File: src/include/xc_consts.svh
/*
 * Sizing constants for the correlator. The pair count must match
 * n*(n-1)/2 for the line count. The bit period is in clocks, kept short for simulation.
 */
`ifndef XC_CONSTS_SVH
`define XC_CONSTS_SVH

`define XC_NUM_LINES 4      // Input lines.
`define XC_COUNT_W 16       // Counter width, two bytes on readout.
`define XC_NUM_PAIRS 6      // Line pairs, i<j.
`define XC_NUM_COUNTERS 10  // Auto counters plus pair counters.

// Clocks per serial bit.
`define XC_BIT_CLKS 16

`endif

File: src/hdl/xc_ctrl_pkg.sv
/*
 * Control types for the command decoder and readout sequencer.
 * Opcodes are ASCII command bytes. rd_index spans all counters.
 */
`default_nettype none

`include "xc_consts.svh"

package xc_ctrl_pkg;

	// Controller FSM states.
	typedef enum logic [2:0] {
		IDLE    = 3'd0,  // Counting, waiting for commands.
		LOAD    = 3'd1,  // Latch selected counter.
		SEND_HI = 3'd2,
		SEND_LO = 3'd3,
		WAIT    = 3'd4   // Frame in flight.
	} ctrl_state_e;

	// Command bytes on the serial link.
	typedef enum logic [7:0] {
		OP_CLEAR = 8'h43,  // 'C'.
		OP_READ  = 8'h52   // 'R'.
	} opcode_e;

	typedef struct packed {
		logic clear;                                    // One-cycle pulse.
		logic accumulate;                               // Level.
		logic [$clog2(`XC_NUM_COUNTERS)-1:0] rd_index;  // Readout select.
	} corr_ctrl_t;

	typedef struct packed {
		logic       start;  // Only while busy is low.
		logic [7:0] data;
	} tx_req_t;

endpackage

`default_nettype wire

File: src/hdl/xc_data_pkg.sv
/*
 * Data types moving between sampler, correlator and receiver.
 * Widths follow the constants header.
 */
`default_nettype none

`include "xc_consts.svh"

package xc_data_pkg;

	// One accepted sample. Lines are valid with the strobe.
	typedef struct packed {
		logic                     strobe;
		logic [`XC_NUM_LINES-1:0] lines;
	} sample_t;

	// Counter value, saturating.
	typedef logic [`XC_COUNT_W-1:0] count_t;

	// Received byte, valid for one cycle.
	typedef struct packed {
		logic       valid;
		logic [7:0] data;
	} rx_byte_t;

endpackage

`default_nettype wire

File: src/hdl/xc_sampler.sv
/*
 * Lines and strobe are asynchronous. Output strobe appears three clocks
 * after the sample rising edge. Lines must be stable around that edge.
 */
`timescale 1ns/1ps
`default_nettype none

`include "xc_consts.svh"

module xc_sampler (
	input  logic                     clki,
	input  logic                     arst_n,
	input  logic [`XC_NUM_LINES-1:0] line_in,
	input  logic                     sample,
	output xc_data_pkg::sample_t     smp
);

	logic [`XC_NUM_LINES-1:0] line_s1, line_s2;  // Line synchronizer.
	logic                     smp_s1, smp_s2;    // Strobe synchronizer.
	logic                     smp_q;             // Previous synced strobe.

	always_ff @(posedge clki or negedge arst_n) begin
		if (!arst_n) begin
			line_s1 <= '0;
			line_s2 <= '0;
			smp_s1 <= 1'b0;
			smp_s2 <= 1'b0;
			smp_q <= 1'b0;
			smp <= '0;
		end else begin
			line_s1 <= line_in;  // Lines take the same stages as the strobe.
			line_s2 <= line_s1;
			smp_s1 <= sample;
			smp_s2 <= smp_s1;
			smp_q <= smp_s2;
			smp.lines <= line_s2;
			smp.strobe <= smp_s2 & ~smp_q;  // Rising edge only.
		end
	end

endmodule

`default_nettype wire

File: src/hdl/xc_correlator.sv
/*
 * Auto counts for each line, then coincidence counts for pairs i<j in
 * lexical order. Counters stop at all ones. Clear beats a sample.
 * Out-of-range rd_index reads zero.
 */
`timescale 1ns/1ps
`default_nettype none

`include "xc_consts.svh"

module xc_correlator (
	input  logic                    clki,
	input  logic                    arst_n,
	input  xc_data_pkg::sample_t    smp,
	input  xc_ctrl_pkg::corr_ctrl_t ctrl,
	output xc_data_pkg::count_t     rd_data
);

	logic [`XC_NUM_PAIRS-1:0]    pair_hit;  // Both lines of a pair high.
	logic [`XC_NUM_COUNTERS-1:0] hit;       // Increment request per counter.
	xc_data_pkg::count_t         cnt [`XC_NUM_COUNTERS];

	// Pair table. Index of (i,j) follows the published order.
	genvar gi, gj;
	generate
		for (gi = 0; gi < `XC_NUM_LINES; gi++) begin : g_line_a
			for (gj = gi + 1; gj < `XC_NUM_LINES; gj++) begin : g_line_b
				localparam int pidx = gi * (2 * `XC_NUM_LINES - gi - 1) / 2 + (gj - gi - 1);
				assign pair_hit[pidx] = smp.lines[gi] & smp.lines[gj];
			end
		end
	endgenerate

	// Autos first, pairs after.
	assign hit = {pair_hit, smp.lines};

	always_ff @(posedge clki or negedge arst_n) begin
		if (!arst_n) begin
			for (int k = 0; k < `XC_NUM_COUNTERS; k++) begin
				cnt[k] <= '0;
			end
		end else if (ctrl.clear) begin
			for (int k = 0; k < `XC_NUM_COUNTERS; k++) begin
				cnt[k] <= '0;  // Wins over a same-cycle sample.
			end
		end else if (smp.strobe && ctrl.accumulate) begin
			for (int k = 0; k < `XC_NUM_COUNTERS; k++) begin
				// Saturate at all ones.
				if (hit[k] && (cnt[k] != '1)) begin
					cnt[k] <= cnt[k] + 1'b1;
				end
			end
		end
	end

	// Readout mux, combinational on rd_index.
	always_comb begin
		rd_data = '0;
		if (ctrl.rd_index < `XC_NUM_COUNTERS) begin
			rd_data = cnt[ctrl.rd_index];
		end
	end

endmodule

`default_nettype wire

File: src/hdl/xc_uart_rx.sv
/*
 * 8N1 receiver, LSB first, XC_BIT_CLKS clocks per bit.
 * A frame with a low stop bit is discarded without a strobe.
 */
`timescale 1ns/1ps
`default_nettype none

`include "xc_consts.svh"

module xc_uart_rx (
	input  logic                  clki,
	input  logic                  arst_n,
	input  logic                  rx,
	output xc_data_pkg::rx_byte_t rx_byte
);

	localparam int cnt_w = $clog2(`XC_BIT_CLKS);

	typedef enum logic [1:0] {RX_IDLE, RX_START, RX_DATA, RX_STOP} rx_state_e;

	rx_state_e        state;
	logic             rx_s1, rx_s2;  // Synchronizer, idles high.
	logic [cnt_w-1:0] clk_cnt;       // Clocks within a bit.
	logic [2:0]       bit_cnt;       // Data bit number.

	always_ff @(posedge clki or negedge arst_n) begin
		if (!arst_n) begin
			rx_s1 <= 1'b1;
			rx_s2 <= 1'b1;
			state <= RX_IDLE;
			clk_cnt <= '0;
			bit_cnt <= '0;
			rx_byte <= '0;
		end else begin
			rx_s1 <= rx;
			rx_s2 <= rx_s1;
			rx_byte.valid <= 1'b0;
			clk_cnt <= clk_cnt + 1'b1;
			case (state)
				RX_IDLE: begin
					clk_cnt <= '0;
					if (!rx_s2) state <= RX_START;  // Falling edge of start.
				end
				RX_START: if (clk_cnt == cnt_w'(`XC_BIT_CLKS / 2 - 1)) begin
					clk_cnt <= '0;  // Now at the start bit center.
					bit_cnt <= '0;
					state <= rx_s2 ? RX_IDLE : RX_DATA;  // Glitch goes back.
				end
				RX_DATA: if (clk_cnt == cnt_w'(`XC_BIT_CLKS - 1)) begin
					rx_byte.data <= {rx_s2, rx_byte.data[7:1]};  // LSB first.
					bit_cnt <= bit_cnt + 1'b1;
					if (bit_cnt == 3'd7) state <= RX_STOP;
				end
				RX_STOP: if (clk_cnt == cnt_w'(`XC_BIT_CLKS - 1)) begin
					rx_byte.valid <= rx_s2;  // Framing check.
					state <= RX_IDLE;
				end
				default: state <= RX_IDLE;
			endcase
		end
	end

endmodule

`default_nettype wire

File: src/hdl/xc_uart_tx.sv
/*
 * 8N1 transmitter, LSB first. A start request is only taken while
 * busy is low. busy covers start, data and stop bits.
 */
`timescale 1ns/1ps
`default_nettype none

`include "xc_consts.svh"

module xc_uart_tx (
	input  logic                 clki,
	input  logic                 arst_n,
	input  xc_ctrl_pkg::tx_req_t req,
	output logic                 tx,
	output logic                 busy
);

	localparam int cnt_w = $clog2(`XC_BIT_CLKS);

	logic [9:0]       frame;    // {stop, data, start}, shifts right.
	logic [cnt_w-1:0] clk_cnt;  // Clocks within a bit.
	logic [3:0]       bit_cnt;  // Bits sent in this frame.

	always_ff @(posedge clki or negedge arst_n) begin
		if (!arst_n) begin
			frame <= '1;  // Line idles high.
			busy <= 1'b0;
			clk_cnt <= '0;
			bit_cnt <= '0;
		end else if (!busy) begin
			if (req.start) begin
				frame <= {1'b1, req.data, 1'b0};
				busy <= 1'b1;
				clk_cnt <= '0;
				bit_cnt <= '0;
			end
		end else if (clk_cnt == cnt_w'(`XC_BIT_CLKS - 1)) begin
			clk_cnt <= '0;
			frame <= {1'b1, frame[9:1]};  // Refill with idle level.
			if (bit_cnt == 4'd9) busy <= 1'b0;  // Stop bit done.
			else bit_cnt <= bit_cnt + 1'b1;
		end else begin
			clk_cnt <= clk_cnt + 1'b1;
		end
	end

	assign tx = frame[0];  // Straight from a flop.

endmodule

`default_nettype wire

File: src/hdl/xc_control.sv
/*
 * Command decoder and readout sequencer. Bytes outside IDLE are lost.
 * A read sends every counter MSB first. Counting pauses until the
 * FSM is back in IDLE.
 */
`timescale 1ns/1ps
`default_nettype none

`include "xc_consts.svh"

module xc_control (
	input  logic                    clki,
	input  logic                    arst_n,
	input  logic                    enable,
	input  xc_data_pkg::rx_byte_t   rx_byte,
	input  logic                    busy,
	input  xc_data_pkg::count_t     rd_data,
	output xc_ctrl_pkg::corr_ctrl_t ctrl,
	output xc_ctrl_pkg::tx_req_t    tx_req
);

	localparam int idx_w = $clog2(`XC_NUM_COUNTERS);

	xc_ctrl_pkg::ctrl_state_e state;
	logic [idx_w-1:0]         idx;      // Counter being read out.
	xc_data_pkg::count_t      word;     // Latched counter value.
	logic                     lo_sent;  // Low byte of word is out.
	logic                     clear_q;

	always_ff @(posedge clki or negedge arst_n) begin
		if (!arst_n) begin
			state <= xc_ctrl_pkg::IDLE;
			idx <= '0;
			word <= '0;
			lo_sent <= 1'b0;
			clear_q <= 1'b0;
		end else begin
			clear_q <= 1'b0;
			case (state)
				xc_ctrl_pkg::IDLE: if (rx_byte.valid) begin
					case (xc_ctrl_pkg::opcode_e'(rx_byte.data))
						xc_ctrl_pkg::OP_CLEAR: clear_q <= 1'b1;
						xc_ctrl_pkg::OP_READ: begin
							idx <= '0;
							state <= xc_ctrl_pkg::LOAD;
						end
						default: ;  // Unknown bytes ignored.
					endcase
				end
				xc_ctrl_pkg::LOAD: begin
					word <= rd_data;  // Freeze value for both bytes.
					state <= xc_ctrl_pkg::SEND_HI;
				end
				xc_ctrl_pkg::SEND_HI: if (!busy) begin
					lo_sent <= 1'b0;
					state <= xc_ctrl_pkg::WAIT;
				end
				xc_ctrl_pkg::SEND_LO: if (!busy) begin
					lo_sent <= 1'b1;
					state <= xc_ctrl_pkg::WAIT;
				end
				xc_ctrl_pkg::WAIT: if (!busy) begin
					if (!lo_sent) begin
						state <= xc_ctrl_pkg::SEND_LO;
					end else if (idx == idx_w'(`XC_NUM_COUNTERS - 1)) begin
						state <= xc_ctrl_pkg::IDLE;  // Readout done.
					end else begin
						idx <= idx + 1'b1;
						state <= xc_ctrl_pkg::LOAD;
					end
				end
				default: state <= xc_ctrl_pkg::IDLE;
			endcase
		end
	end

	// Start is combinational, so busy is already high in WAIT.
	always_comb begin
		tx_req.start = 1'b0;
		tx_req.data = word[`XC_COUNT_W-1 -: 8];  // High byte.
		if (state == xc_ctrl_pkg::SEND_HI) tx_req.start = !busy;
		if (state == xc_ctrl_pkg::SEND_LO) begin
			tx_req.start = !busy;
			tx_req.data = word[7:0];
		end
	end

	always_comb begin
		ctrl.clear = clear_q;
		ctrl.accumulate = enable && (state == xc_ctrl_pkg::IDLE);  // Drop samples in readout.
		ctrl.rd_index = idx;
	end

endmodule

`default_nettype wire

File: src/hdl/xc_top.sv
/*
 * Correlator top with plain ports. All inputs are asynchronous except
 * arst_n. rx and tx are 8N1 at XC_BIT_CLKS clocks per bit.
 */
`timescale 1ns/1ps
`default_nettype none

`include "xc_consts.svh"

module xc_top (
	input  logic                     clki,
	input  logic                     arst_n,
	input  logic [`XC_NUM_LINES-1:0] line_in,
	input  logic                     sample,
	input  logic                     enable,
	input  logic                     rx,
	output logic                     tx
);

	xc_data_pkg::sample_t    smp;      // Sampler to correlator.
	xc_data_pkg::rx_byte_t   rx_byte;  // Receiver to controller.
	xc_data_pkg::count_t     rd_data;  // Selected counter.
	xc_ctrl_pkg::corr_ctrl_t ctrl;
	xc_ctrl_pkg::tx_req_t    tx_req;
	logic                    busy;     // Transmitter stall.

	xc_sampler i_sampler (
		.clki    (clki),
		.arst_n  (arst_n),
		.line_in (line_in),
		.sample  (sample),
		.smp     (smp)
	);

	xc_correlator i_correlator (
		.clki    (clki),
		.arst_n  (arst_n),
		.smp     (smp),
		.ctrl    (ctrl),
		.rd_data (rd_data)
	);

	xc_uart_rx i_uart_rx (
		.clki    (clki),
		.arst_n  (arst_n),
		.rx      (rx),
		.rx_byte (rx_byte)
	);

	xc_uart_tx i_uart_tx (
		.clki   (clki),
		.arst_n (arst_n),
		.req    (tx_req),
		.tx     (tx),
		.busy   (busy)
	);

	xc_control i_control (
		.clki    (clki),
		.arst_n  (arst_n),
		.enable  (enable),
		.rx_byte (rx_byte),
		.busy    (busy),
		.rd_data (rd_data),
		.ctrl    (ctrl),
		.tx_req  (tx_req)
	);

endmodule

`default_nettype wire

File: config.mk
export PLATFORM = sky130hd
export DESIGN_NAME = xc_top
export DESIGN_NICKNAME = d
export VERILOG_FILES = /design/src/hdl/xc_ctrl_pkg.sv /design/src/hdl/xc_data_pkg.sv /design/src/hdl/xc_sampler.sv /design/src/hdl/xc_correlator.sv /design/src/hdl/xc_uart_rx.sv /design/src/hdl/xc_uart_tx.sv /design/src/hdl/xc_control.sv /design/src/hdl/xc_top.sv
export VERILOG_INCLUDE_DIRS = /design/src /design/src/include
export SDC_FILE = /design/constraint.sdc
export NUM_CORES = 1
export LEC_CHECK = 0
export BUFFER_PORTS_ARGS = -buffer_cell sky130_fd_sc_hd__buf_2
export CORE_MARGIN = 5
export CORE_UTILIZATION = 46
export CTS_CLUSTER_DIAMETER = 60
export CTS_CLUSTER_SIZE = 20
export DETAILED_ROUTE_END_ITERATION = 10
export GPL_TIMING_DRIVEN = 0
export PLACE_DENSITY = 0.72
export SYNTH_ARGS = -nofsm -noshare
export SYNTH_HDL_FRONTEND = slang
export SYNTH_HIERARCHICAL = 1
export SYNTH_SLANG_ARGS = --single-unit
File: constraint.sdc
create_clock -name clki -period 5.2 [get_ports clki]
set_clock_uncertainty 0.15 [all_clocks]
set_input_delay 0.52 -clock clki [delete_from_list [all_inputs] [get_ports clki]]
set_output_delay 0.52 -clock clki [all_outputs]
set_load 0.1 [all_outputs]
# ---- Word level (Yosys, flattened, before mapping)
# Cells that the tools add are included.
dict set report totals {
  reg_bits 240
  input_bits 9
  output_inout_bits 1
  elab_cells 212
}
dict set report classes {
  magnitude_cmp 2
  mux 64
  n_reduce_logical 49
  eq_ne 40
  bitwise_logic 9
  n_addsub 15
}
# cell n
set op_table {}
lappend op_table {{$mux 160} 2}
lappend op_table {{$mux 16} 13}
lappend op_table {{$add 16x1->16 const B} 10}
lappend op_table {{$ne 16x16->1 const B} 10}
lappend op_table {{$bmux 16 s4} 1}
lappend op_table {{$mux 4} 12}
lappend op_table {{$mux 10} 3}
lappend op_table {{$reduce_bool 2->1} 15}
lappend op_table {{$reduce_and 2->1} 12}
lappend op_table {{$mux 3} 7}
lappend op_table {{$ne 2x2->1 const B} 10}
lappend op_table {{$add 4x1->4 const B} 4}
lappend op_table {{$eq 4x4->1 const B} 4}
lappend op_table {{$eq 8x7->1 const B} 2}
lappend op_table {{$pmux 4 s2} 2}
lappend op_table {{$mux 1} 13}
lappend op_table {{$logic_and 1x1->1} 12}
lappend op_table {{$mux 2} 6}
lappend op_table {{$pmux 3 s4} 1}
lappend op_table {{$ne 2x1->1 const B} 5}
lappend op_table {{$mux 9} 1}
lappend op_table {{$reduce_and 3->1} 3}
lappend op_table {{$pmux 2 s4} 1}
lappend op_table {{$and 1x1->1} 7}
lappend op_table {{other kinds (20)} 23}

# ---- Longest topological paths before layout
# Gate-level depths: netlist of the first run.
dict set report logic_depth {
  depth_word 5
  depth_mapped 9
  mapped_depth_nobuf 7
}

# ---- Cells and area by module
# Netlist of the first run, hierarchy kept.
# mod instances area_each_um2 seq_area_each_um2 cells_per_inst
set modules_own_cells {}
lappend modules_own_cells {xc_correlator 1 9775.6 4003.8 1036}
lappend modules_own_cells {xc_control 1 1288.7 625.6 105}
lappend modules_own_cells {xc_uart_tx 1 989.7 461.7 93}
lappend modules_own_cells {xc_uart_rx 1 885.8 503.0 66}
lappend modules_own_cells {xc_sampler 1 414.1 400.4 17}

# ---- Worst setup path after synthesis of the first run
# No wires, ideal clock.
dict set report synth_timing {
  kind {reg-to-reg}
  from {register i_control.state[2]}
  to {register i_correlator/cnt[15] in the netlist's numbering}
  stages_incl_launch_ff 10
  arrival_ns 2.395
  n_path_buf 2
  required_time_ns 4.918
  path_slack_ns 2.523
  setup_ns 0.132
  path_cell_list {dfrtp_1 -> clkbuf_1 -> nor3_1 -> and2_1 -> buf_6 -> nand4_2 -> nor3_2 -> or4b_1 -> xnor2_1 -> nor2_1}
}
# item line_no
set synth_rtl {}
lappend synth_rtl {{start: declaration} xc_control.sv:24} ;# xc_ctrl_pkg::ctrl_state_e state;
lappend synth_rtl {{start signal: assignment} xc_control.sv:32} ;# state <= xc_ctrl_pkg::IDLE;
lappend synth_rtl {{start signal: assignment} xc_control.sv:45} ;# state <= xc_ctrl_pkg::LOAD;
lappend synth_rtl {{start signal: assignment} xc_control.sv:52} ;# state <= xc_ctrl_pkg::SEND_HI;
lappend synth_rtl {{end signal: indexed assignment} xc_correlator.sv:50} ;# cnt[k] <= cnt[k] + 1'b1;
lappend synth_rtl {{end: declaration} xc_correlator.sv:21} ;# xc_data_pkg::count_t cnt [`XC_NUM_COUNTERS];

==> metrics.md, run 1 <==
| Metric | Value |
|---|---|
| Cells after Synth | 1317 |
| Gr usage total | 19.2% |
| Worst setup EP type | flip-flop |
| Footprint of the multi-input gates | 0.00695 mm² |
| Post-CTS sizing | 0 |
| Setup CP Type | flip-flop to flip-flop |
| Post-route minimum period | 3.32 ns |
| Synthesized cell area | 0.0134 mm² |
| Critical path cell sequence | clkbuf_1 > nor3_1 > and2_1 > buf_6 > nand4_2 > nor3_2 > or4b_1 > xnor2_1 > nor2_1 |
| Worst-Skew Late Latency | 0.52 ns |
| Met2 GRT Util | 30.8% |
| Combinational share of power | 10.9% |
| Clk pin slew, worst setup/hold paths | 0.07 ns |
| Reg2Reg Setup Slack | 1.88 ns |
| Placeable Area | 0.0287 mm² |
| Max cap viols | 0 |
| NumNets Final | 1386 |
| CTS tree | done |
| Cell area after layout | 0.0147 mm² |
| Clk buf depth | 3 |
| Slew headroom | 39.7% |
| Endpoints failing setup | 0 |
| Slowest Stage Delay on Critical Path | 0.49 ns |
| Std-Cell Rows | 62 |
| Total power | 4.38 mW |
| Fin crit share | 63.8% |
| Actual slew at the worst max-slew pin | 0.905 ns |
| WL/cell | 18.0 µm |
| Die W | 180 µm |
| Final ANT Viol Nets | 0 |
| Status | complete, no violations |
| Met1 Use GR | 27.9% |
| Reg2reg start | i_control/state[2] |
| Antenna Cells | 0 |
| Die area | 0.0325 mm² |
| Commonest non-fill, non-tap cells in the layout | 228 x dfrtp_1, 188 x nor2_1, 91 x nand3_1 |
| Sw Pwr | 1.25 mW |
| Post-synthesis cell type count | 79 |
| Mean Syn Cell Area | 10.1 µm² |
| P&R area growth vs syn | 10.4% |
| Layout cells sized above 1 | 12.7% |
| Slowest library cell on the worst path | or4b_1 |
| Count of state elements after synthesis | 239 |
| Share of power burned in registers | 50.3% |
| Main synth FF type | dfrtp_1 |
| Pwr/cell area | 297 mW/mm² |
| Slew Viols, Final | 0 |
| Pleak | 5.92 nW |
| Worst Hold Path EP | i_sampler/smp_s2 |
| Sw Ratio | 28.6% |
| Setup Buffers After CTS | 0 |
| Crit Path Max Fanout | 10 |
| Final TNS setup | 0 ns |
| FILL cells | 2606 |
| Post-synth EDFFs | 0 |
| Post-synth net total | 1344 |
| Final hold violations | 0 |
| Largest net degree at the start of global routing | 122 |
| Vias per std cell | 5.89 |
| Reg2Reg Depth | 9 |
| Yosys warning count | 6 |
| TritonCTS Buffers | 23 |
| WL final | 31.7 mm |
| First-pass GRT wire length | 52.3 mm |
| Initial DRC Count | 948 |
| Via Count | 10400 |
| DRC viols | 0 |
| CTS H-tree lvls | 1 |
| Root Buffer | clkbuf_16 |
| Placed standard-cell area | 0.0139 mm² |
| GR peak layer | met2 |
| IO Pins | 10 |
| First-pass DRT Iterations | 7 |
| Initial antenna violation count | 0 |
| Hold path depth | 0 |
| Storage cell area | 0.00599 mm² |
| Arrival @ worst endpoint | 3.55 ns |
| Commonest non-fill, non-tap cell in the layout | dfrtp_1 |
| Async S/R FF share, synth | 100% |
| Reg2reg end | i_correlator/cnt[15] |
| Setup WS post-layout | 1.88 ns |
| IO Port Bufs | 9 |
| Hold Path Class | flip-flop to flip-flop |
| Unrepaired setup endpoints after global routing | no |
| Hold path startpoint | i_sampler/smp_s1 |
| Gr ovfl total | 0 |
| WP data required | 5.43 ns |
| Int Power | 3.13 mW |
| Die Ht | 180 µm |
| Met3 Use GR | 2.30% |
| FMAX | 301 MHz |
| CTS sink cnt | 239 |
| Hold slack | 0.200 ns |
| Power share of the clock group | 38.8% |
| Initial Util | 46.5% |
| Number of global-route vias before repair | 9840 |
| Sequential area share after synthesis | 44.9% |
| Global placer's final weighted congestion | 0.928 |
| Max IR drop VDD | 0.296 mV |
| CP startpoint kind | flip-flop |
| Detail Placement HPWL | 22.6 mm |
| Dpl ws | 1.95 ns |
kinds of logic after synthesis:
family,count (synthesis),share of synthesized area (%)
simple gates,591,24.0
flops,239,44.9
compound gates,154,6.92
xor+xnor,133,8.72
mux,96,10.7
buf+inv,86,3.04
fa+ha+maj,18,1.69
worst max-delay path by stage:
stage | start | endpoint | slack, ns | cells after the start
after floorplan | i_control/state[2] | i_correlator/cnt[15] | 2.52 | 9
after global placement | arst_n | i_uart_tx/bit_cnt[1] | -0.80 | 1
after detailed placement | i_control/state[2] | i_correlator/cnt[15] | 1.95 | 9
after CTS | i_control/state[2] | i_correlator/cnt[15] | 1.90 | 9
after global routing | i_control/state[2] | i_correlator/cnt[15] | 1.65 | 9
final | i_control/state[2] | i_correlator/cnt[15] | 1.88 | 9
per-stage QoR:
step,util [%],cells
final,51.4,1758
after global routing,51.4,1758
after CTS,51.4,1758
after detailed placement,48.5,1711
after global placement,48.4,1710
after floorplan,-,1317
metal layers:
metal,routed length (µm),vias up
met2,14700,323
met1,14300,5110
met5,0,-
met3,1800,55
met4,945,0
li1,-,4869
Yosys cell counts (10+ instances only):
| library cell | number | area [µm²] |
|---|---|---|
| mux4_2 | 32 | 721 |
| nand4b_1 | 11 | 96.3 |
| inv_1 | 21 | 78.8 |
| mux2i_1 | 29 | 290 |
| o21ai_0 | 39 | 195 |
| nor3_1 | 48 | 240 |
| a211oi_1 | 10 | 75.1 |
| dfstp_2 | 11 | 289 |
| nand4_1 | 49 | 307 |
| xnor2_1 | 88 | 771 |
| a21oi_1 | 52 | 260 |
| and4_1 | 12 | 105 |
| and3_1 | 21 | 131 |
| nor2b_1 | 10 | 62.6 |
| nor4_1 | 16 | 100 |
| ha_1 | 18 | 225 |
| o21ai_1 | 10 | 50.1 |
| nand3_1 | 91 | 455 |
| xor2_1 | 45 | 394 |
| or3_1 | 11 | 68.8 |
| dfrtp_1 | 228 | 5710 |
| clkbuf_1 | 45 | 169 |
| nand2_1 | 57 | 214 |
| nor2_1 | 188 | 706 |
| and2_1 | 10 | 62.6 |
| mux2_2 | 27 | 304 |
area by class of cell:
type | instances | area share (%)
Timing Repair Buffer | 17 | 1.04
Buffer | 65 | 2.22
Inverter | 21 | 0.535
Tap cell | 384 | 3.26
Sequential cell | 239 | 40.7
Clock buffer | 24 | 3.93
Multi-Input combinational cell | 992 | 47.2
Clock inverter | 16 | 1.19
sequential cells by signal, indices dropped and copies added, names as in the netlist, 3 cells and up, named ones only:
name / cells
i_uart_rx/rx_byte: 9
i_correlator/cnt: 160
i_control/word: 16
i_sampler/line_s1: 4
i_uart_tx/clk_cnt: 4
i_control/idx: 4
i_control/state: 3
i_sampler/line_s2: 4
i_uart_tx/frame: 9
i_uart_tx/bit_cnt: 4
i_uart_rx/bit_cnt: 3
i_sampler/smp: 5
i_uart_rx/clk_cnt: 4
what timing repair did:
action	CTS	global route
hold endpoints to repair	86	0
hold buffers	7	0
endpoints found under the setup margin	0	0
power groups by stage:
stage	Clock [mW]	Combinational [mW]	Sequential (mW)
floorplan	0	0.346	2.17
global placement	0	0.452	2.23
detailed placement	0	0.474	2.23
CTS	1.74	0.482	2.20
global route	1.83	0.547	2.23
finish	1.70	0.478	2.21
critical path, delay by kind of cell (launching register included):
family                    cells  cell delay [ns]
xor gates and xnor gates      1             0.17
buffers and inverters         2             0.43
DFF                           1             0.38
and+or+nand+nor               6             2.05
Note: power is estimated with default switching activity, not from simulation.
==> run 2, diff against run 1 <==
==> constraint.sdc (replaced) <==
create_clock -name clki -period 3.4 [get_ports clki]
set_clock_uncertainty 0.15 [all_clocks]
set_input_delay 0.34 -clock clki [delete_from_list [all_inputs] [get_ports clki]]
set_output_delay 0.34 -clock clki [all_outputs]
set_load 0.1 [all_outputs]
==> metrics.md, run 2 (synthesized netlist as in run 1, its figures left out) <==
| Metric | Value |
|---|---|
| Endpoints failing setup | 0 (unchanged) |
| Power share of the clock group | 38.7% (was 38.8%) |
| Die Ht | 180 µm (unchanged) |
| Initial DRC Count | 948 (unchanged) |
| P&R area growth vs syn | 10.4% (about the same) |
| Max cap viols | 0 (unchanged) |
| Initial antenna violation count | 0 (unchanged) |
| Sw Ratio | 28.6% (about the same) |
| Reg2reg end | i_correlator/cnt[15] (unchanged) |
| Slowest library cell on the worst path | or4b_1 (unchanged) |
| Crit-path most repeated cell | nor3_2 |
| Slew headroom | 40.3% (was 39.7%) |
| Worst-Skew Late Latency | 0.52 ns (about the same) |
| Via Count | 10400 (unchanged) |
| Slowest Stage Delay on Critical Path | 0.49 ns (about the same) |
| Total power | 6.70 mW (was 4.38 mW) |
| Reg with most FFs | i_correlator/cnt (unchanged) |
| Final TNS setup | 0 ns (unchanged) |
| Hold Path Class | flip-flop to flip-flop (unchanged) |
| Pwr/cell area | 454 mW/mm² (was 297 mW/mm²) |
| Reg2Reg Setup Slack | 0.33 ns (was 1.88 ns) |
| CTS tree | done (unchanged) |
| Fin crit share | 90.2% (was 63.8%) |
| Unrepaired setup endpoints after global routing | no (unchanged) |
| Worst setup EP type | flip-flop (unchanged) |
| Share of power burned in registers | 50.4% (was 50.3%) |
| Die area | 0.0325 mm² (unchanged) |
| Initial Util | 46.5% (unchanged) |
| CTS sink cnt | 239 (unchanged) |
| CTS H-tree lvls | 1 (unchanged) |
| Reg2Reg Depth | 9 (unchanged) |
| Final ANT Viol Nets | 0 (unchanged) |
| Std-Cell Rows | 62 (unchanged) |
| Placeable Area | 0.0287 mm² (unchanged) |
| Number of global-route vias before repair | 9840 (unchanged) |
| Hold path depth | 0 (unchanged) |
| Vias per std cell | 5.89 (unchanged) |
| Top flop regs | i_correlator/cnt x160, i_control/word x16 (unchanged) |
| Post-route minimum period | 3.07 ns (was 3.32 ns) |
| WP data required | 3.63 ns (was 5.43 ns) |
| Antenna Cells | 0 (unchanged) |
| Gr usage total | 19.2% (unchanged) |
| Combinational share of power | 10.9% (about the same) |
| Die W | 180 µm (unchanged) |
| Status | complete, no violations (unchanged) |
| Final hold violations | 0 (unchanged) |
| Root Buffer | clkbuf_16 (unchanged) |
| Layout cells sized above 1 | 12.8% (was 12.7%) |
| Arrival @ worst endpoint | 3.30 ns (was 3.55 ns) |
| Commonest non-fill, non-tap cells in the layout | 228 x dfrtp_1, 188 x nor2_1, 91 x nand3_1 (unchanged) |
| First-pass GRT wire length | 52.3 mm (unchanged) |
| Gr ovfl total | 0 (unchanged) |
| Setup CP Type | flip-flop to flip-flop (unchanged) |
| Clk buf depth | 3 (unchanged) |
| Detail Placement HPWL | 22.6 mm (unchanged) |
| Int Power | 4.79 mW (was 3.13 mW) |
| IO Port Bufs | 9 (unchanged) |
| DRC viols | 0 (unchanged) |
| Actual slew at the worst max-slew pin | 0.896 ns (was 0.905 ns) |
| WL final | 31.7 mm (about the same) |
| Hold slack | 0.200 ns (unchanged) |
| Max FFs per register | 160 (unchanged) |
| Setup Buffers After CTS | 0 (unchanged) |
| Crit Path Max Fanout | 10 (unchanged) |
| Worst Hold Path EP | i_sampler/smp_s2 (unchanged) |
| Global placer's final weighted congestion | 0.928 (unchanged) |
| CP startpoint kind | flip-flop (unchanged) |
| First-pass DRT Iterations | 6 (was 7) |
| Clk pin slew, worst setup/hold paths | 0.07 ns (about the same) |
| IO Pins | 10 (unchanged) |
| Max IR drop VDD | 0.453 mV (was 0.296 mV) |
| Critical path cell sequence | clkbuf_1 > nor3_2 > and2_2 > buf_6 > nand4_2 > nor3_2 > or4b_1 > xnor2_1 > nor2_1 (was clkbuf_1 > nor3_1 > and2_1 > buf_6 > nand4_2 > nor3_2 > or4b_1 > xnor2_1 > nor2_1) |
| Commonest non-fill, non-tap cell in the layout | dfrtp_1 (unchanged) |
| TritonCTS Buffers | 23 (unchanged) |
| FMAX | 326 MHz (was 301 MHz) |
| Largest net degree at the start of global routing | 122 (unchanged) |
| Hold path startpoint | i_sampler/smp_s1 (unchanged) |
| Reg2reg start | i_control/state[2] (unchanged) |
| NumNets Final | 1386 (unchanged) |
| Slew Viols, Final | 0 (unchanged) |
| Sw Pwr | 1.92 mW (was 1.25 mW) |
| WL/cell | 18.0 µm (about the same) |
| Pleak | 5.92 nW (about the same) |
[run 2: how the worst max path moves through the flow]
stage	startpoint	endpoint	slack, ns	cells past startpoint
finish	i_control/state[2]	i_correlator/cnt[15]	0.33	9
global placement	arst_n	i_uart_tx/bit_cnt[1]	-2.42	1
floorplan	i_control/state[2]	i_correlator/cnt[15]	0.72	9
detailed placement	i_control/state[2]	i_correlator/cnt[15]	0.15	9
CTS	i_control/state[2]	i_correlator/cnt[15]	0.1	9
global route	i_control/state[2]	i_correlator/cnt[15]	0.13	9
[run 2: worst max-delay path: cells and delay by family, from the launching register on]
family | cells | cell delay (ns)
simple gates | 6 | 1.82
flops | 1 | 0.38
buf+inv | 2 | 0.40
xor+xnor | 1 | 0.17
[run 2: final cells by class]
type	instances	area (µm²)
inverter	21	78.8
clock buffer	24	579
timing repair buffer	17	153
sequential	239	5990
fill	2605	14000
clock inverter	16	175
buffer	65	327
multi-input combinational	992	6960
tap	384	480
[run 2: power by group through the flow]
stage	clock network (mW)	logic [mW]	registers [mW]
2_1_floorplan	0	0.529	3.31
3_3_place_gp	0	0.691	3.41
3_5_place_dp	0	0.724	3.41
4_1_cts	2.66	0.737	3.36
5_1_grt	2.79	0.837	3.41
6_report	2.60	0.731	3.37
[run 2: repair_timing]
item | in CTS | in global routing
setup endpoints to repair | 0 | 6
hold endpoints to repair | 124 | 0
resized for setup | 0 | 2
hold buffers | 7 | 0
[run 2: layer usage]
metal  track usage (%)  share of wire [%]  vias to the layer above
met1              27.9                 45                     5104
met5                 0                  0                        -
met3              2.30                5.8                       53
met2              30.8                 46                      334
li1                  -                  -                     4866
met4              5.44                3.0                        0
[run 2: stage by stage]
| stage | worst slack, ns | cells | area (µm²) | util, % |
|---|---|---|---|---|
| 2_1_floorplan | 0.723 | 1317 | 13400 | - |
| 3_3_place_gp | -2.42 | 1710 | 13900 | 48.4 |
| 3_5_place_dp | 0.152 | 1711 | 13900 | 48.5 |
| 4_1_cts | 0.0959 | 1758 | 14700 | 51.4 |
| 5_1_grt | 0.129 | 1758 | 14700 | 51.4 |
| 6_report | 0.334 | 1758 | 14700 | 51.4 |
==> run 3, diff against run 2 <==
--- a/config.mk
+++ b/config.mk
@@ -8,12 +8,12 @@
 export LEC_CHECK = 0
 export BUFFER_PORTS_ARGS = -buffer_cell sky130_fd_sc_hd__buf_2
 export CORE_MARGIN = 5
-export CORE_UTILIZATION = 46
+export CORE_UTILIZATION = 53
 export CTS_CLUSTER_DIAMETER = 60
 export CTS_CLUSTER_SIZE = 20
 export DETAILED_ROUTE_END_ITERATION = 10
 export GPL_TIMING_DRIVEN = 0
-export PLACE_DENSITY = 0.72
+export PLACE_DENSITY = 0.8
 export SYNTH_ARGS = -nofsm -noshare
 export SYNTH_HDL_FRONTEND = slang
 export SYNTH_HIERARCHICAL = 1
==> metrics.md, run 3 (synthesized netlist as in run 1, its figures left out) <==
| Metric | Value |
|---|---|
| CTS H-tree lvls | 1 (unchanged) |
| CTS sink cnt | 239 (unchanged) |
| Wire length on met1 | 13.4 mm (was 14.3 mm) |
| Max FFs per register | 160 (unchanged) |
| Placed Cells | 1658 (was 1711) |
| Largest net degree at the start of global routing | 91 (was 122) |
| Setup CP Type | flip-flop to flip-flop (unchanged) |
| Layout cells sized above 1 | 13.1% (was 12.8%) |
| Initial DRC Count | 1098 (was 948) |
| Fin crit share | 91.5% (was 90.2%) |
| Hold Path Class | flip-flop to flip-flop (unchanged) |
| First-pass GRT wire length | 51.3 mm (was 52.3 mm) |
| Sw Pwr | 1.98 mW (was 1.92 mW) |
| Initial antenna violation count | 0 (unchanged) |
| Root Buffer | clkbuf_16 (unchanged) |
| Max cap viols | 0 (unchanged) |
| Share of power burned in registers | 48.0% (was 50.4%) |
| FMAX | 321 MHz (was 326 MHz) |
| Unrepaired setup endpoints after global routing | no (unchanged) |
| Top Metal Used | met4 (unchanged) |
| IO Port Bufs | 9 (unchanged) |
| Met2 WL | 14.4 mm (was 14.6 mm) |
| Top flop regs | i_correlator/cnt x160, i_control/word x16 (unchanged) |
| WL final | 31.5 mm (was 31.7 mm) |
| WP data required | 3.63 ns (about the same) |
| Reg with most FFs | i_correlator/cnt (unchanged) |
| Max IR drop VDD | 0.559 mV (was 0.453 mV) |
| Setup WS post-layout | 0.288 ns (was 0.334 ns) |
| Final ANT Viol Nets | 0 (unchanged) |
| Global placer's final weighted congestion | 0.989 (was 0.928) |
| First-pass DRT Iterations | 5 (was 6) |
| WL/cell | 18.4 µm (was 18.0 µm) |
| Final TNS setup | 0 ns (unchanged) |
| Die W | 169 µm (was 180 µm) |
| Power share of the clock group | 41.6% (was 38.7%) |
| IO Pins | 10 (unchanged) |
| Post-route insts no fill | 1709 (was 1758) |
| Final hold violations | 0 (unchanged) |
| Dpl ws | 0.0833 ns (was 0.152 ns) |
| P&R area growth vs syn | 11.2% (was 10.4%) |
| Placeable Area | 0.0250 mm² (was 0.0287 mm²) |
| Die area | 0.0285 mm² (was 0.0325 mm²) |
| Actual slew at the worst max-slew pin | 0.980 ns (was 0.896 ns) |
| Via Count | 10500 (was 10400) |
| Detail Placement HPWL | 22.6 mm (about the same) |
| Gr ovfl total | 0 (unchanged) |
| Antenna Cells | 0 (unchanged) |
| Reg2reg end | i_correlator/cnt[15] (unchanged) |
| Slew headroom | 33.9% (was 40.3%) |
| Arrival @ worst endpoint | 3.34 ns (was 3.30 ns) |
| CTS tree | done (unchanged) |
| Initial Util | 53.5% (was 46.5%) |
| Vias per std cell | 6.15 (was 5.89) |
| Critical path endpoint | i_correlator/cnt[15] (unchanged) |
| Status | complete, no violations (unchanged) |
| Int Power | 5.07 mW (was 4.79 mW) |
| FILL cells | 2091 (was 2605) |
| Slew Viols, Final | 0 (unchanged) |
| Clk pin slew, worst setup/hold paths | 0.08 ns (was 0.07 ns) |
| Std-Cell Rows | 58 (was 62) |
| Gr usage total | 21.9% (was 19.2%) |
| DRC viols | 0 (unchanged) |
| NumNets Final | 1388 (was 1386) |
| Die Ht | 169 µm (was 180 µm) |
| Clk buf depth | 3 (unchanged) |
| Reg2reg start | i_control/state[2] (unchanged) |
| Reg2Reg Depth | 9 (unchanged) |
| Endpoints failing setup | 0 (unchanged) |
| Commonest non-fill, non-tap cell in the layout | dfrtp_1 (unchanged) |
| Crit. Startpoint | i_control/state[2] (unchanged) |
| Worst-Skew Late Latency | 0.54 ns (was 0.52 ns) |
| WL met3 | 2.58 mm (was 1.85 mm) |
| Worst setup EP type | flip-flop (unchanged) |
| Number of global-route vias before repair | 9828 (was 9840) |
| CP startpoint kind | flip-flop (unchanged) |
| Crit Path Max Fanout | 10 (unchanged) |
| Reg2Reg Setup Slack | 0.29 ns (was 0.33 ns) |
| Pleak | 5.99 nW (was 5.92 nW) |
| TritonCTS Buffers | 24 (was 23) |
| Pwr/cell area | 475 mW/mm² (was 454 mW/mm²) |
| Sw Ratio | 28.1% (was 28.6%) |
| Combinational share of power | 10.4% (was 10.9%) |
| Commonest non-fill, non-tap cells in the layout | 228 x dfrtp_1, 188 x nor2_1, 91 x nand3_1 (unchanged) |
| Post-route minimum period | 3.11 ns (was 3.07 ns) |
| Setup Buffers After CTS | 0 (unchanged) |
## run 3: changes by cell type in the layout (fill, tap and decap cells not counted), sizes merged
| cell | before | now |
|---|---|---|
| clkinv | 5 | 4 |
| bufinv | 1 | 3 |
| buf | 29 | 30 |
| clkbuf | 70 | 72 |
| inv | 31 | 30 |
| clkinvlp | 0 | 2 |
## run 3: cell type report
class,instances,area (µm²),area share [%]
clock inverter,18,262,1.76
sequential,239,5990,40.4
multi-input combinational,992,6960,46.9
clock buffer,26,629,4.24
buffer,65,327,2.20
timing repair buffer,18,180,1.21
tap,330,413,2.78
inverter,21,78.8,0.531
## run 3: metal layers
layer  GRT usage [%]  up-vias
met2            34.4      444
met5               0        -
met4            6.95        0
met3            3.95       89
li1                -     4881
met1            31.2     5094
## run 3: how the worst min path moves through the flow
stage / from / endpoint / slack (ns) / cells after the start
final: i_sampler/line_s1[2] / i_sampler/line_s2[2] / 0.20 / 0
after floorplan: arst_n / i_control/clear_q / -0.11 / 0
after global routing: i_sampler/line_s1[1] / i_sampler/line_s2[1] / 0.21 / 0
after global placement: i_sampler/line_s1[3] / i_sampler/line_s2[3] / 0.18 / 0
after CTS: i_sampler/line_s2[3] / i_sampler/smp[3] / 0.20 / 0
after detailed placement: i_sampler/line_s2[3] / i_sampler/smp[3] / 0.18 / 0
## run 3: what timing repair did
| action | 4_1_cts | 5_1_grt |
|---|---|---|
| gates resized for setup | 0 | 2 |
| hold endpoints to repair | 87 | 0 |
| hold buffers | 7 | 0 |
| endpoints found under the setup margin | 0 | 13 |
## run 3: through the flow
| stage | utilization, % | instance area [µm²] | total power [mW] | hold slack [ns] |
|---|---|---|---|---|
| 2_1_floorplan | - | 13400 | 3.84 | -0.106 |
| 3_3_place_gp | 55.3 | 13800 | 4.09 | 0.182 |
| 3_5_place_dp | 55.6 | 13900 | 4.15 | 0.185 |
| 4_1_cts | 59.4 | 14800 | 7.09 | 0.203 |
| 5_1_grt | 59.5 | 14800 | 7.35 | 0.209 |
| 6_report | 59.5 | 14800 | 7.05 | 0.200 |
## run 3: critical path, stage by stage, from the launching register on
cell and delay, ns:
dfrtp_1 0.38, clkbuf_1 0.22, nor3_2 0.27, and2_2 0.36
buf_6 0.18, nand4_2 0.28, nor3_2 0.39, or4b_1 0.50
xnor2_1 0.17, nor2_1 0.05
## run 3: power groups by stage
stage	logic [mW]	registers [mW]	clock network, mW
after floorplan	0.529	3.31	0
after global placement	0.680	3.41	0
after detailed placement	0.722	3.43	0
after CTS	0.736	3.37	2.99
after global routing	0.829	3.41	3.11
final	0.733	3.38	2.93
